[config.mk]
export PLATFORM = sky130hd
export DESIGN_NAME = cpuCore
export DESIGN_NICKNAME = d
export VERILOG_FILES = /design/src/rtl/isaPkg.sv /design/src/rtl/pipePkg.sv /design/src/rtl/cpuCore.sv /design/src/rtl/aluExec.sv /design/src/rtl/regFile.sv /design/src/rtl/instrDecode.sv /design/src/rtl/instrQueue.sv
export VERILOG_INCLUDE_DIRS = /design/src /design/src/rtl
export SDC_FILE = /design/constraint.sdc
export NUM_CORES = 1
export LEC_CHECK = 0
export BUFFER_PORTS_ARGS = -buffer_cell sky130_fd_sc_hd__buf_2
export CORE_AREA = 4 4 150 260
export DETAILED_ROUTE_END_ITERATION = 8
export DIE_AREA = 0 0 154 264
export HOLD_SLACK_MARGIN = 0.12
export PLACE_DENSITY = 0.83
export SLEW_MARGIN = 0
export SYNTH_ARGS = -nofsm -noshare
export SYNTH_HDL_FRONTEND = slang
export SYNTH_SLANG_ARGS = --single-unit
[constraint.sdc]
create_clock -name clk -period 6.6 [get_ports clk]
set_input_delay 1.98 -clock clk [delete_from_list [all_inputs] [get_ports clk]]
set_output_delay 1.98 -clock clk [all_outputs]
set_load 0.005 [all_outputs]
[src/rtl/core_params.svh]
/*
 * Core-wide sizing constants for the 16-bit execution core
 */
`ifndef CORE_PARAMS_SVH
`define CORE_PARAMS_SVH

// Datapath word width
`define CORE_DATA_WIDTH 16

// Architectural register count
`define CORE_NUM_REGS 16

// Instruction queue entries
// The sender starts out with this many credits
`define CORE_QUEUE_DEPTH 4

`endif
[src/rtl/isaPkg.sv]
/*
 * ISA definitions with opcode encodings, ALU function codes
 * and the two views of an instruction word
 */
`default_nettype none

package isaPkg;

	// Opcode encodings with undefined gaps at 8, 9, 12, 13 and 14
	typedef enum logic [3:0] {
		opAdd  = 4'b0000,
		opAddz = 4'b0001,
		opSub  = 4'b0010,
		opAnd  = 4'b0011,
		opNor  = 4'b0100,
		opSll  = 4'b0101,
		opSrl  = 4'b0110,
		opSra  = 4'b0111,
		opLhb  = 4'b1010,
		opLlb  = 4'b1011,
		opHlt  = 4'b1111
	} opcodeT;

	// ALU function select
	typedef enum logic [2:0] {
		aluAdd = 3'b000,
		aluSub = 3'b001,
		aluAnd = 3'b010,
		aluNor = 3'b011,
		aluSll = 3'b100,
		aluSrl = 3'b101,
		aluLhb = 3'b110,
		aluSra = 3'b111
	} aluFuncT;

	// Register form
	typedef struct packed {
		opcodeT     opcode;
		logic [3:0] dst;
		logic [3:0] src1;
		logic [3:0] src0;
	} rFmtT;

	// Immediate form, used by lhb and llb
	typedef struct packed {
		opcodeT     opcode;
		logic [3:0] dst;
		logic [7:0] imm8;
	} iFmtT;

	typedef union packed {
		rFmtT rFmt;
		iFmtT iFmt;
	} instrWordT;

endpackage

`default_nettype wire

[src/rtl/pipePkg.sv]
/*
 * Pipeline types passed between decode, execute and writeback
 */
`default_nettype none

`include "core_params.svh"

package pipePkg;

	import isaPkg::*;

	// Control word handed from decode to execute
	typedef struct packed {
		logic       valid;
		aluFuncT    func;
		logic [3:0] dst;
		logic [3:0] shamt;
		logic [7:0] imm8;
		logic       useImm;
		logic       isAddz;
		logic       setsZero;
		logic       writes;
	} decodedCtrlT;

	// Writeback report that doubles as the register file write port
	typedef struct packed {
		logic                               valid;
		logic [$clog2(`CORE_NUM_REGS)-1:0]  addr;
		logic [`CORE_DATA_WIDTH-1:0]        data;
	} wbPortT;

endpackage

`default_nettype wire

[src/rtl/cpuCore.sv]
/*
 * Top of the execution core
 * Queue, decode, register file and execute
 */
`timescale 1ns/10ps
`default_nettype none

`include "core_params.svh"

module cpuCore (
	input  wire logic           clk,
	input  wire logic           reset,
	input  wire logic           instrValid,
	input  isaPkg::instrWordT   instr,
	output logic                creditReturn,
	output logic                halted,
	output pipePkg::wbPortT     wbOut
);

	import isaPkg::*;
	import pipePkg::*;

	instrWordT   popData;
	logic        popValid;
	logic        pop;
	decodedCtrlT ctrl;

	logic [$clog2(`CORE_NUM_REGS)-1:0] rdAddr0;
	logic [$clog2(`CORE_NUM_REGS)-1:0] rdAddr1;
	logic [`CORE_DATA_WIDTH-1:0]       rdData0;
	logic [`CORE_DATA_WIDTH-1:0]       rdData1;

	instrQueue queue (
		.clk          (clk),
		.reset        (reset),
		.instrValid   (instrValid),
		.instr        (instr),
		.pop          (pop),
		.popValid     (popValid),
		.popData      (popData),
		.creditReturn (creditReturn)
	);

	instrDecode decode (
		.clk      (clk),
		.reset    (reset),
		.popValid (popValid),
		.popData  (popData),
		.pop      (pop),
		.rdAddr0  (rdAddr0),
		.rdAddr1  (rdAddr1),
		.ctrl     (ctrl),
		.halted   (halted)
	);

	// Execute writeback doubles as the register write port
	regFile regs (
		.clk     (clk),
		.reset   (reset),
		.rdAddr0 (rdAddr0),
		.rdAddr1 (rdAddr1),
		.rdData0 (rdData0),
		.rdData1 (rdData1),
		.wb      (wbOut)
	);

	aluExec exec (
		.clk     (clk),
		.reset   (reset),
		.ctrl    (ctrl),
		.rdData0 (rdData0),
		.rdData1 (rdData1),
		.wb      (wbOut)
	);

endmodule

`default_nettype wire

[src/rtl/aluExec.sv]
/*
 * Execute stage with the ALU, the zero flag and the writeback decision
 * Writeback leaves combinationally in the execute cycle
 */
`timescale 1ns/10ps
`default_nettype none

`include "core_params.svh"

module aluExec (
	input  wire logic                        clk,
	input  wire logic                        reset,
	input  pipePkg::decodedCtrlT             ctrl,
	input  wire logic [`CORE_DATA_WIDTH-1:0] rdData0,
	input  wire logic [`CORE_DATA_WIDTH-1:0] rdData1,
	output pipePkg::wbPortT                  wb
);

	import isaPkg::*;

	localparam int Width = `CORE_DATA_WIDTH;

	logic [Width-1:0] immExt;
	logic [Width-1:0] opA;
	logic [Width-1:0] opB;
	logic [Width-1:0] result;
	logic             zero;
	logic             zeroFlag;
	logic             writeEn;

	// Sign-extended llb value
	assign immExt = {{(Width - 8){ctrl.imm8[7]}}, ctrl.imm8};

	assign opA = ctrl.useImm ? immExt : rdData1;
	assign opB = rdData0;

	always_comb begin
		case (ctrl.func)
			aluAdd: result = opA + opB;
			aluSub: result = opA - opB;
			aluAnd: result = opA & opB;
			aluNor: result = ~(opA | opB);
			aluSll: result = opA << ctrl.shamt;
			aluSrl: result = opA >> ctrl.shamt;
			aluSra: result = $unsigned($signed(opA) >>> ctrl.shamt);
			// New high byte over the old low byte of rd
			aluLhb: result = {ctrl.imm8, rdData1[7:0]};
			default: result = '0;
		endcase
	end

	assign zero = (result == '0);

	// Flag holds across shifts, lhb, llb and no-ops
	always_ff @(posedge clk) begin
		if (reset)
			zeroFlag <= 1'b0;
		else if (ctrl.valid && ctrl.setsZero)
			zeroFlag <= zero;
	end

	// addz only commits when the earlier flag is set
	assign writeEn = ctrl.valid & ctrl.writes & (~ctrl.isAddz | zeroFlag);

	always_comb begin
		wb.valid = writeEn;
		wb.addr = ctrl.dst;
		wb.data = result;
	end

endmodule

`default_nettype wire

[src/rtl/regFile.sv]
/*
 * Register file with 16 entries, two synchronous read ports
 * and one write port with write-first forwarding
 */
`timescale 1ns/10ps
`default_nettype none

`include "core_params.svh"

module regFile (
	input  wire logic                                clk,
	input  wire logic                                reset,
	input  wire logic [$clog2(`CORE_NUM_REGS)-1:0]   rdAddr0,
	input  wire logic [$clog2(`CORE_NUM_REGS)-1:0]   rdAddr1,
	output logic [`CORE_DATA_WIDTH-1:0]              rdData0,
	output logic [`CORE_DATA_WIDTH-1:0]              rdData1,
	input  pipePkg::wbPortT                          wb
);

	logic [`CORE_DATA_WIDTH-1:0] regs [`CORE_NUM_REGS];

	always_ff @(posedge clk) begin
		if (reset) begin
			for (int i = 0; i < `CORE_NUM_REGS; i++)
				regs[i] <= '0;
		end else if (wb.valid) begin
			regs[wb.addr] <= wb.data;
		end
	end

	// Same-cycle write wins over the stored value
	always_ff @(posedge clk) begin
		rdData0 <= (wb.valid && wb.addr == rdAddr0) ? wb.data : regs[rdAddr0];
		rdData1 <= (wb.valid && wb.addr == rdAddr1) ? wb.data : regs[rdAddr1];
	end

endmodule

`default_nettype wire

[src/rtl/instrDecode.sv]
/*
 * Decode stage that picks register read addresses, registers
 * the control word for execute and tracks the halt state
 */
`timescale 1ns/10ps
`default_nettype none

`include "core_params.svh"

module instrDecode (
	input  wire logic                                clk,
	input  wire logic                                reset,
	input  wire logic                                popValid,
	input  isaPkg::instrWordT                        popData,
	output logic                                     pop,
	output logic [$clog2(`CORE_NUM_REGS)-1:0]        rdAddr0,
	output logic [$clog2(`CORE_NUM_REGS)-1:0]        rdAddr1,
	output pipePkg::decodedCtrlT                     ctrl,
	output logic                                     halted
);

	import isaPkg::*;
	import pipePkg::*;

	decodedCtrlT ctrlNext;
	logic        isHlt;

	assign pop = popValid & ~halted;

	always_comb begin
		ctrlNext = '0;
		ctrlNext.valid = pop;
		ctrlNext.dst = popData.rFmt.dst;
		ctrlNext.shamt = popData.rFmt.src0;
		ctrlNext.imm8 = popData.iFmt.imm8;
		rdAddr0 = popData.rFmt.src0;
		rdAddr1 = popData.rFmt.src1;
		isHlt = 1'b0;
		case (popData.rFmt.opcode)
			opAdd: begin
				ctrlNext.func = aluAdd;
				ctrlNext.setsZero = 1'b1;
				ctrlNext.writes = 1'b1;
			end
			opAddz: begin
				ctrlNext.func = aluAdd;
				ctrlNext.isAddz = 1'b1;
				ctrlNext.setsZero = 1'b1;
				ctrlNext.writes = 1'b1;
			end
			opSub: begin
				ctrlNext.func = aluSub;
				ctrlNext.setsZero = 1'b1;
				ctrlNext.writes = 1'b1;
			end
			opAnd: begin
				ctrlNext.func = aluAnd;
				ctrlNext.setsZero = 1'b1;
				ctrlNext.writes = 1'b1;
			end
			opNor: begin
				ctrlNext.func = aluNor;
				ctrlNext.setsZero = 1'b1;
				ctrlNext.writes = 1'b1;
			end
			opSll: begin
				ctrlNext.func = aluSll;
				ctrlNext.writes = 1'b1;
			end
			opSrl: begin
				ctrlNext.func = aluSrl;
				ctrlNext.writes = 1'b1;
			end
			opSra: begin
				ctrlNext.func = aluSra;
				ctrlNext.writes = 1'b1;
			end
			opLhb: begin
				// Port 1 fetches rd so its low byte survives
				ctrlNext.func = aluLhb;
				ctrlNext.useImm = 1'b1;
				ctrlNext.writes = 1'b1;
				rdAddr1 = popData.iFmt.dst;
			end
			opLlb: begin
				// Immediate through the shifter with zero shift
				ctrlNext.func = aluSll;
				ctrlNext.shamt = 4'd0;
				ctrlNext.useImm = 1'b1;
				ctrlNext.writes = 1'b1;
			end
			opHlt: isHlt = 1'b1;
			default: ;
		endcase
	end

	always_ff @(posedge clk) begin
		if (reset) begin
			ctrl <= '0;
			halted <= 1'b0;
		end else begin
			ctrl <= ctrlNext;
			if (pop && isHlt)
				halted <= 1'b1;
		end
	end

endmodule

`default_nettype wire

[src/rtl/instrQueue.sv]
/*
 * Instruction FIFO fed by a credit-controlled sender
 * Returns one credit for every entry popped
 */
`timescale 1ns/10ps
`default_nettype none

`include "core_params.svh"

module instrQueue (
	input  wire logic              clk,
	input  wire logic              reset,
	input  wire logic              instrValid,
	input  isaPkg::instrWordT      instr,
	input  wire logic              pop,
	output logic                   popValid,
	output isaPkg::instrWordT      popData,
	output logic                   creditReturn
);

	import isaPkg::*;

	localparam int Depth = `CORE_QUEUE_DEPTH;
	localparam int PtrW = (Depth > 1) ? $clog2(Depth) : 1;
	localparam int CntW = $clog2(Depth + 1);

	instrWordT mem [Depth];

	logic [PtrW-1:0] wrPtr;
	logic [PtrW-1:0] rdPtr;
	logic [CntW-1:0] count;
	logic            doPush;
	logic            doPop;

	function automatic logic [PtrW-1:0] nextPtr(input logic [PtrW-1:0] p);
		return (p == PtrW'(Depth - 1)) ? '0 : p + 1'b1;
	endfunction

	// Credits keep the sender from overrunning the queue
	assign doPush = instrValid;
	assign doPop = pop & popValid;

	always_ff @(posedge clk) begin
		if (reset) begin
			wrPtr <= '0;
			rdPtr <= '0;
			count <= '0;
		end else begin
			if (doPush)
				wrPtr <= nextPtr(wrPtr);
			if (doPop)
				rdPtr <= nextPtr(rdPtr);
			count <= count + CntW'(doPush) - CntW'(doPop);
		end
	end

	always_ff @(posedge clk) begin
		if (doPush)
			mem[wrPtr] <= instr;
	end

	assign popValid = (count != '0);
	assign popData = mem[rdPtr];

	// Credit goes back in the pop cycle
	assign creditReturn = doPop;

endmodule

`default_nettype wire

==> results of run 1 <==
[cells in the final DEF, fill, tap and decap left out, types with 6 or more instances in the layout]
cell / synthesis / routed
clkinv_2: 0 / 7
o21a_1: 8 / 8
buf_2: 35 / 41
o41ai_1: 6 / 6
a21oi_1: 60 / 59
clkbuf_16: 0 / 38
o22ai_1: 20 / 20
a21o_1: 12 / 12
o221ai_1: 30 / 30
o21ai_0: 36 / 35
a211oi_1: 10 / 9
nand4_1: 11 / 11
edfxtp_1: 320 / 320
xnor2_1: 10 / 10
clkinv_1: 2 / 8
dfxtp_1: 67 / 66
nand3_1: 27 / 27
xor2_1: 18 / 18
or2_2: 8 / 8
mux2_2: 88 / 88
a222oi_1: 18 / 18
a31oi_1: 12 / 12
nor3_1: 18 / 17
nand3b_1: 6 / 6
ha_1: 25 / 25
inv_1: 49 / 49
a221o_1: 6 / 6
nor2_1: 337 / 334
and2_1: 15 / 15
mux4_2: 100 / 99
or4_1: 6 / 6
nand2_1: 128 / 126
nor2b_1: 20 / 20
nand2b_1: 30 / 30
bufinv_16: 0 / 8
buf_4: 5 / 71
mux2i_1: 105 / 105
and3_1: 6 / 6
a22oi_1: 32 / 32
[worst paths after layout]
path,start,end,cells past startpoint
worst max-delay path,regs.rdData0[4],wbOut[15],15
worst min-delay path,queue.rdPtr[1],queue.rdPtr[1],2
worst max register to register,decode.ctrl[3],exec.zeroFlag,16
worst min register to register,queue.rdPtr[1],queue.rdPtr[1],2
[flip-flops by register name (all words and copies together), names as in the netlist, named ones only]
register and cells:
regs.regs 256, decode.halted 1, queue.mem 64, regs.rdData0 16
queue.rdPtr 2, regs.rdData1 16, decode.ctrl 24, queue.count 3
queue.wrPtr 2, exec.zeroFlag 1
[routing by layer]
layer,vias up,wire [microns],part of all wire [%],GRT usage (%)
met5,-,0,0,0
met3,408,7100,9.4,6.00
met2,1366,38000,51,63.1
li1,7145,-,-,-
met4,0,7290,9.7,26.1
met1,8386,22700,30,39.3
[layout make-up]
cell class | instances | area (sq um) | share of cell area [%]
multi-input combinational | 1301 | 10100 | 42.3
timing repair buffer | 113 | 758 | 3.17
clock inverter | 25 | 350 | 1.46
tap | 475 | 594 | 2.48
clock buffer | 43 | 970 | 4.05
antenna | 1 | 2.50 | 0.0105
inverter | 51 | 191 | 0.800
sequential | 387 | 11000 | 45.8
[critical path, cell delays in order (launching register included)]
cell and delay (ps):
dfxtp_1 370, or4_1 570, or3_1 360, or3_1 390, o31ai_2 230, xor2_1 190, ha_1 320, a21o_1 180
a21oi_1 170, nand2_1 70, o21a_1 180, a21oi_1 180, xor2_1 240, o21a_1 170, inv_1 80, buf_2 130
[kinds of logic after synthesis]
group | count (synthesis) | synth area share [%]
compound gates | 313 | 10.4
xor+xnor | 28 | 1.12
fa+ha+maj | 27 | 1.62
buf+inv | 212 | 3.96
flops | 387 | 50.1
mux | 293 | 19.7
simple gates | 640 | 13.1
[metrics by stage]
step	instances	setup WS (ps)	hold slack (ps)	setup TNS [ps]
floorplan	1900	586	454	0
global placement	2327	736	467	0
detailed placement	2327	716	493	0
CTS	2395	116	503	0
global route	2396	-2.21	531	-2.21
finish	2396	243	502	0
==> flow_summary.yaml, run 1 <==
clock_tree:
  cts_buffer_depth: 3
  cts_tree: "yes"
  postCtsHoldBufs: 0
  cts_num_sinks: 387
  root_buffer: "clkbuf_16"
  clkLatencyLatePin_ps: 570
  clk_pin_slew_ps: 70
  postCtsSetupRepairBufs: 0
  cts_resized: 0
  cts_max_level: 2
  numCtsBuffers: 37
synth:
  synth_seq_cells: 387
  async_flop_share_pct: 0
  synthTopCellsByCount: "337 x nor2_1, 320 x edfxtp_1, 128 x nand2_1"
  synth_area_leaders: "edfxtp_1 44%, mux4_2 10%, dfxtp_1 6.1%"
  yosysSeqAreaShare_pct: 50.1
  yosysWarnings: 0
  syn_inst: 1900
  synth_nets: 1946
  ys.flop_type: "edfxtp_1"
  avgSynthCellArea_sq_um: 11.5
  synth.most_common_cell: "nor2_1"
  synth_cell_types: 81
  syn_area_sq_um: 21800
  yosys.area.top_type_share_pct: 44.0
  yosys.area.top_type: "edfxtp_1"
  synth_edf_count: 320
finish:
  syn2layout_area_growth_pct: 9.58
  utilization_pct: 64.9
  final.fill_count: 2682
  drive_gt1_share_pct: 20.3
  nets: 1937
  design_area_sq_um: 23900
timing:
  skew_ps: 33.2
  fin_crit_sh_pct: 96.3
  tightest_slew_ps: 1270
  maxSlewHeadroom_pct: 15.6
  fin_crit_ps: 6360
  report.final.hold_viol_count: 0
  slew_viol_final: 0
  setup_violations: 0
  max_freq_mhz: 157
routing:
  vias: 17300
  routed_wl_microns: 75100
  drt_pass1_iterations: 9
  drc: 3
  drt_iter0_markers: 2628
  antenna_left: 0
  post_drt_wl_per_cell_microns: 31.4
  viasPerCell: 7.22
placement:
  dp_hpwl_microns: 52400
  io_buffer_count: 41
  placed_cell_area_sq_um: 22600
  gp_congestion: 1.00
critical_path:
  crit_type: "reg2out"
  crit_required_ps: 4620
  cp-end-kind: "primary output"
  crit_fanout: 6
  arrival_ps: 4380
  start_kind: "flip-flop"
  reg2reg_slack_ps: 1670
status:
  status: "finished with violations"
  violations: "DRC"
min_path:
  hold_path_class: "reg2reg"
floorplanning:
  io_pins: 42
  core_sq_um: 36900
  initial_core_util_pct: 59.2
  die_width_microns: 154
  row_count: 93
  die_y_microns: 264
  dieArea_sq_um: 40700
global_routing:
  grt_use_total_pct: 36.2
  grt_pass1_vias: 17300
  grt_pass1_wl_microns: 110000
  grt-ovfl-total: 0
  grt_start_max_net_pins: 81
  antenna_found_initial: 1
job:
  drv_cap: 0
Power of run 1 is left out: the tool's default activity adds up to more than one toggle a clock period on the data nets, which glitch-free logic cannot reach.
==> run 2: changes to the inputs <==
Settings changed: CORE_AREA 4 4 150 260 to 4 4 152 263, DIE_AREA 0 0 154 264 to 0 0 156 267, SYNTH_HIERARCHICAL from default to 1.
==> run 2 against run 1 <==
The flow now finishes without violations. Clock-buffer cell count shrank 5. Maximum frequency shrank 0.69%. Register-to-register slack lost 110 ps. Worst setup slack lost 44 ps. Highest routed layer unchanged.
==> flow_summary.yaml, run 2 <==
status:
  status: "complete, no violations"
clock_tree:
  postCtsSetupRepairBufs: 0
  cts_tree: "yes"
  numCtsBuffers: 31
  clkLatencyLatePin_ps: 580
  clk_pin_slew_ps: 70
  cts_num_sinks: 387
  cts_buffer_depth: 3
  cts_max_level: 1
  cts_resized: 0
  postCtsHoldBufs: 0
  root_buffer: "clkbuf_16"
finish:
  utilization_pct: 63.4
  top_register: "regs/regs"
  final_cell_mix: "320 x edfxtp_1, 271 x and2_1, 153 x mux4_2, 112 x mux2i_1, 65 x dfxtp_1"
  design_area_sq_um: 23900
  reg_top3: "regs/regs: 256 flops, queue/mem: 64 flops, decode/ctrl: 24 flops"
  largest_reg_flops: 256
  final_common_cell: "edfxtp_1"
  syn2layout_area_growth_pct: 6.78
  drive_gt1_share_pct: 23.6
  nets: 1720
min_path:
  hold_path_class: "reg2reg"
synth:
  synth_edf_count: 320
  synthTopCellsByCount: "320 x edfxtp_1, 271 x and2_1, 152 x mux4_2"
  synth_nets: 1726
  syn_area_sq_um: 22400
  synth_mux_area_share_pct: 24.1
  ys.flop_type: "edfxtp_1"
  synth_cell_types: 81
  yosysSeqAreaShare_pct: 48.9
  yosysWarnings: 6
  yosys.area.top_type_share_pct: 42.9
  synth_seq_cells: 387
  yosys.area_share.simple_pct: 14.1
  synth.most_common_cell: "edfxtp_1"
  synth-adder-area-share_pct: 1.58
  synth_top_family_by_area: "multiplexers"
  async_flop_share_pct: 0
  synthXorXnorAreaFrac_pct: 1.35
  yosys.area.top_type: "edfxtp_1"
  synth_area_leaders: "edfxtp_1 43%, mux4_2 15%, and2_1 7.6%"
  avgSynthCellArea_sq_um: 13.3
  synth-compound-area-share_pct: 6.11
  syn_inst: 1680
global_routing:
  grt_pass1_wl_microns: 97700
  grt_use_total_pct: 31.8
  antenna_found_initial: 2
  grt_pass1_vias: 15600
  grt_start_max_net_pins: 67
  grt-ovfl-total: 0
timing:
  slew_viol_final: 0
  maxSlewHeadroom_pct: 28.2
  tns_ps: 0
  tightest_slew_ps: 1080
  fin_crit_ps: 6400
  report.final.hold_viol_count: 0
  max_freq_mhz: 156
  grt_setup_unrepaired: "no"
  holdWs_ps: 516
  skew_ps: 6.99
  fin_crit_sh_pct: 97.0
  setup_violations: 0
floorplanning:
  dieArea_sq_um: 41700
  die_width_microns: 156
  core_sq_um: 37800
  initial_core_util_pct: 59.3
  row_count: 94
  io_pins: 42
  die_y_microns: 267
critical_path:
  crit_required_ps: 4620
  arrival_ps: 4420
  crit_type: "reg2out"
  crit_fanout: 30
  start_kind: "flip-flop"
  cp-end-kind: "primary output"
power_and_ir_drop:
  p_per_area_nw_per_um2: 484
  finalPower_mw: 11.6
  p_leak_nw: 8.81
  ir_worst_vdd_mv: 0.333
routing:
  antenna_left: 0
  drt_iter0_markers: 1404
  drc: 0
  viasPerCell: 6.97
  drt_pass1_iterations: 5
  post_drt_wl_per_cell_microns: 30.3
  vias: 15200
  routed_wl_microns: 66100
placement:
  io_buffer_count: 41
  gp_congestion: 1.02
  placed_cell_area_sq_um: 22900
  dp_hpwl_microns: 44900
job:
  drv_cap: 0
run 2: changes by cell type after synthesis, sizes merged, moves of 24 or more:
cell	previous run	this run
inv	49	24
clkbuf	113	64
buf	48	75
nor2	337	57
a22oi	33	9
mux4	100	158
and2	15	271
o221ai	30	2
nand2	128	50
mux2	88	60
run 2: metrics by stage:
stage          instances  setup slack, ps
2_1_floorplan       1680             1180
3_5_place_dp        2120              861
5_1_grt             2179             6.93
4_1_cts             2178              218
3_3_place_gp        2120              866
6_report            2181              199
run 2: final cells by class:
class / instances / area [sq um]
sequential: 387 / 11000
inverter: 24 / 90.1
clock inverter: 20 / 135
clock buffer: 38 / 865
tap: 480 / 601
multi-input combinational: 1130 / 10600
fill: 2726 / 13800
antenna: 2 / 5.00
timing repair buffer: 100 / 661
run 2: path summary, 6_finish.rpt:
kind	from	to	slack (ps)	cells past startpoint
worst max register to register	decode/ctrl[3]	exec/zeroFlag	1560	13
worst min-delay path	queue/rdPtr[1]	flip-flop	520	2
worst min register to register	queue/rdPtr[1]	flip-flop	520	2
worst max-delay path	decode/ctrl[3]	wbOut[15]	200	13
run 2: worst max-delay path: stages, from the launching register on:
cell and delay, ps:
dfxtp_2 810, mux2i_1 410, inv_1 210, ha_1 320, nor2b_1 140, o2111ai_1 340, a21oi_1 210, o211ai_1 440
nand2_1 110, a31oi_1 210, xnor2_1 80, a21oi_1 140, buf_4 260, buf_2 160
run 2: cell families (layout without fill, tap and decap cells):
kind of cell	Yosys count	count (layout)
and+or+nand+nor	540	540
DFF	387	387
muxes	331	331
AOI/OAI and AO/OA	199	199
buffers and inverters	163	182
xor gates and xnor gates	33	33
adders and majority gates	27	27
other	0	2
run 2: routing by layer:
layer / track usage [%] / part of all wire, % / vias to the layer above
met1: 35.2 / 32 / 7563
li1: - / - / 6408
met5: 0 / 0 / -
met2: 54.1 / 51 / 946
met4: 22.1 / 8.1 / 0
met3: 6.81 / 9.1 / 284
run 2: power by group:
group,switching (mW),total [mW],internal [mW]
clock,0.862,1.84,0.975
sequential,0.337,3.22,2.88
combinational,3.95,6.53,2.58
total,5.15,11.6,6.44
(Power assumes the default switching activity.)
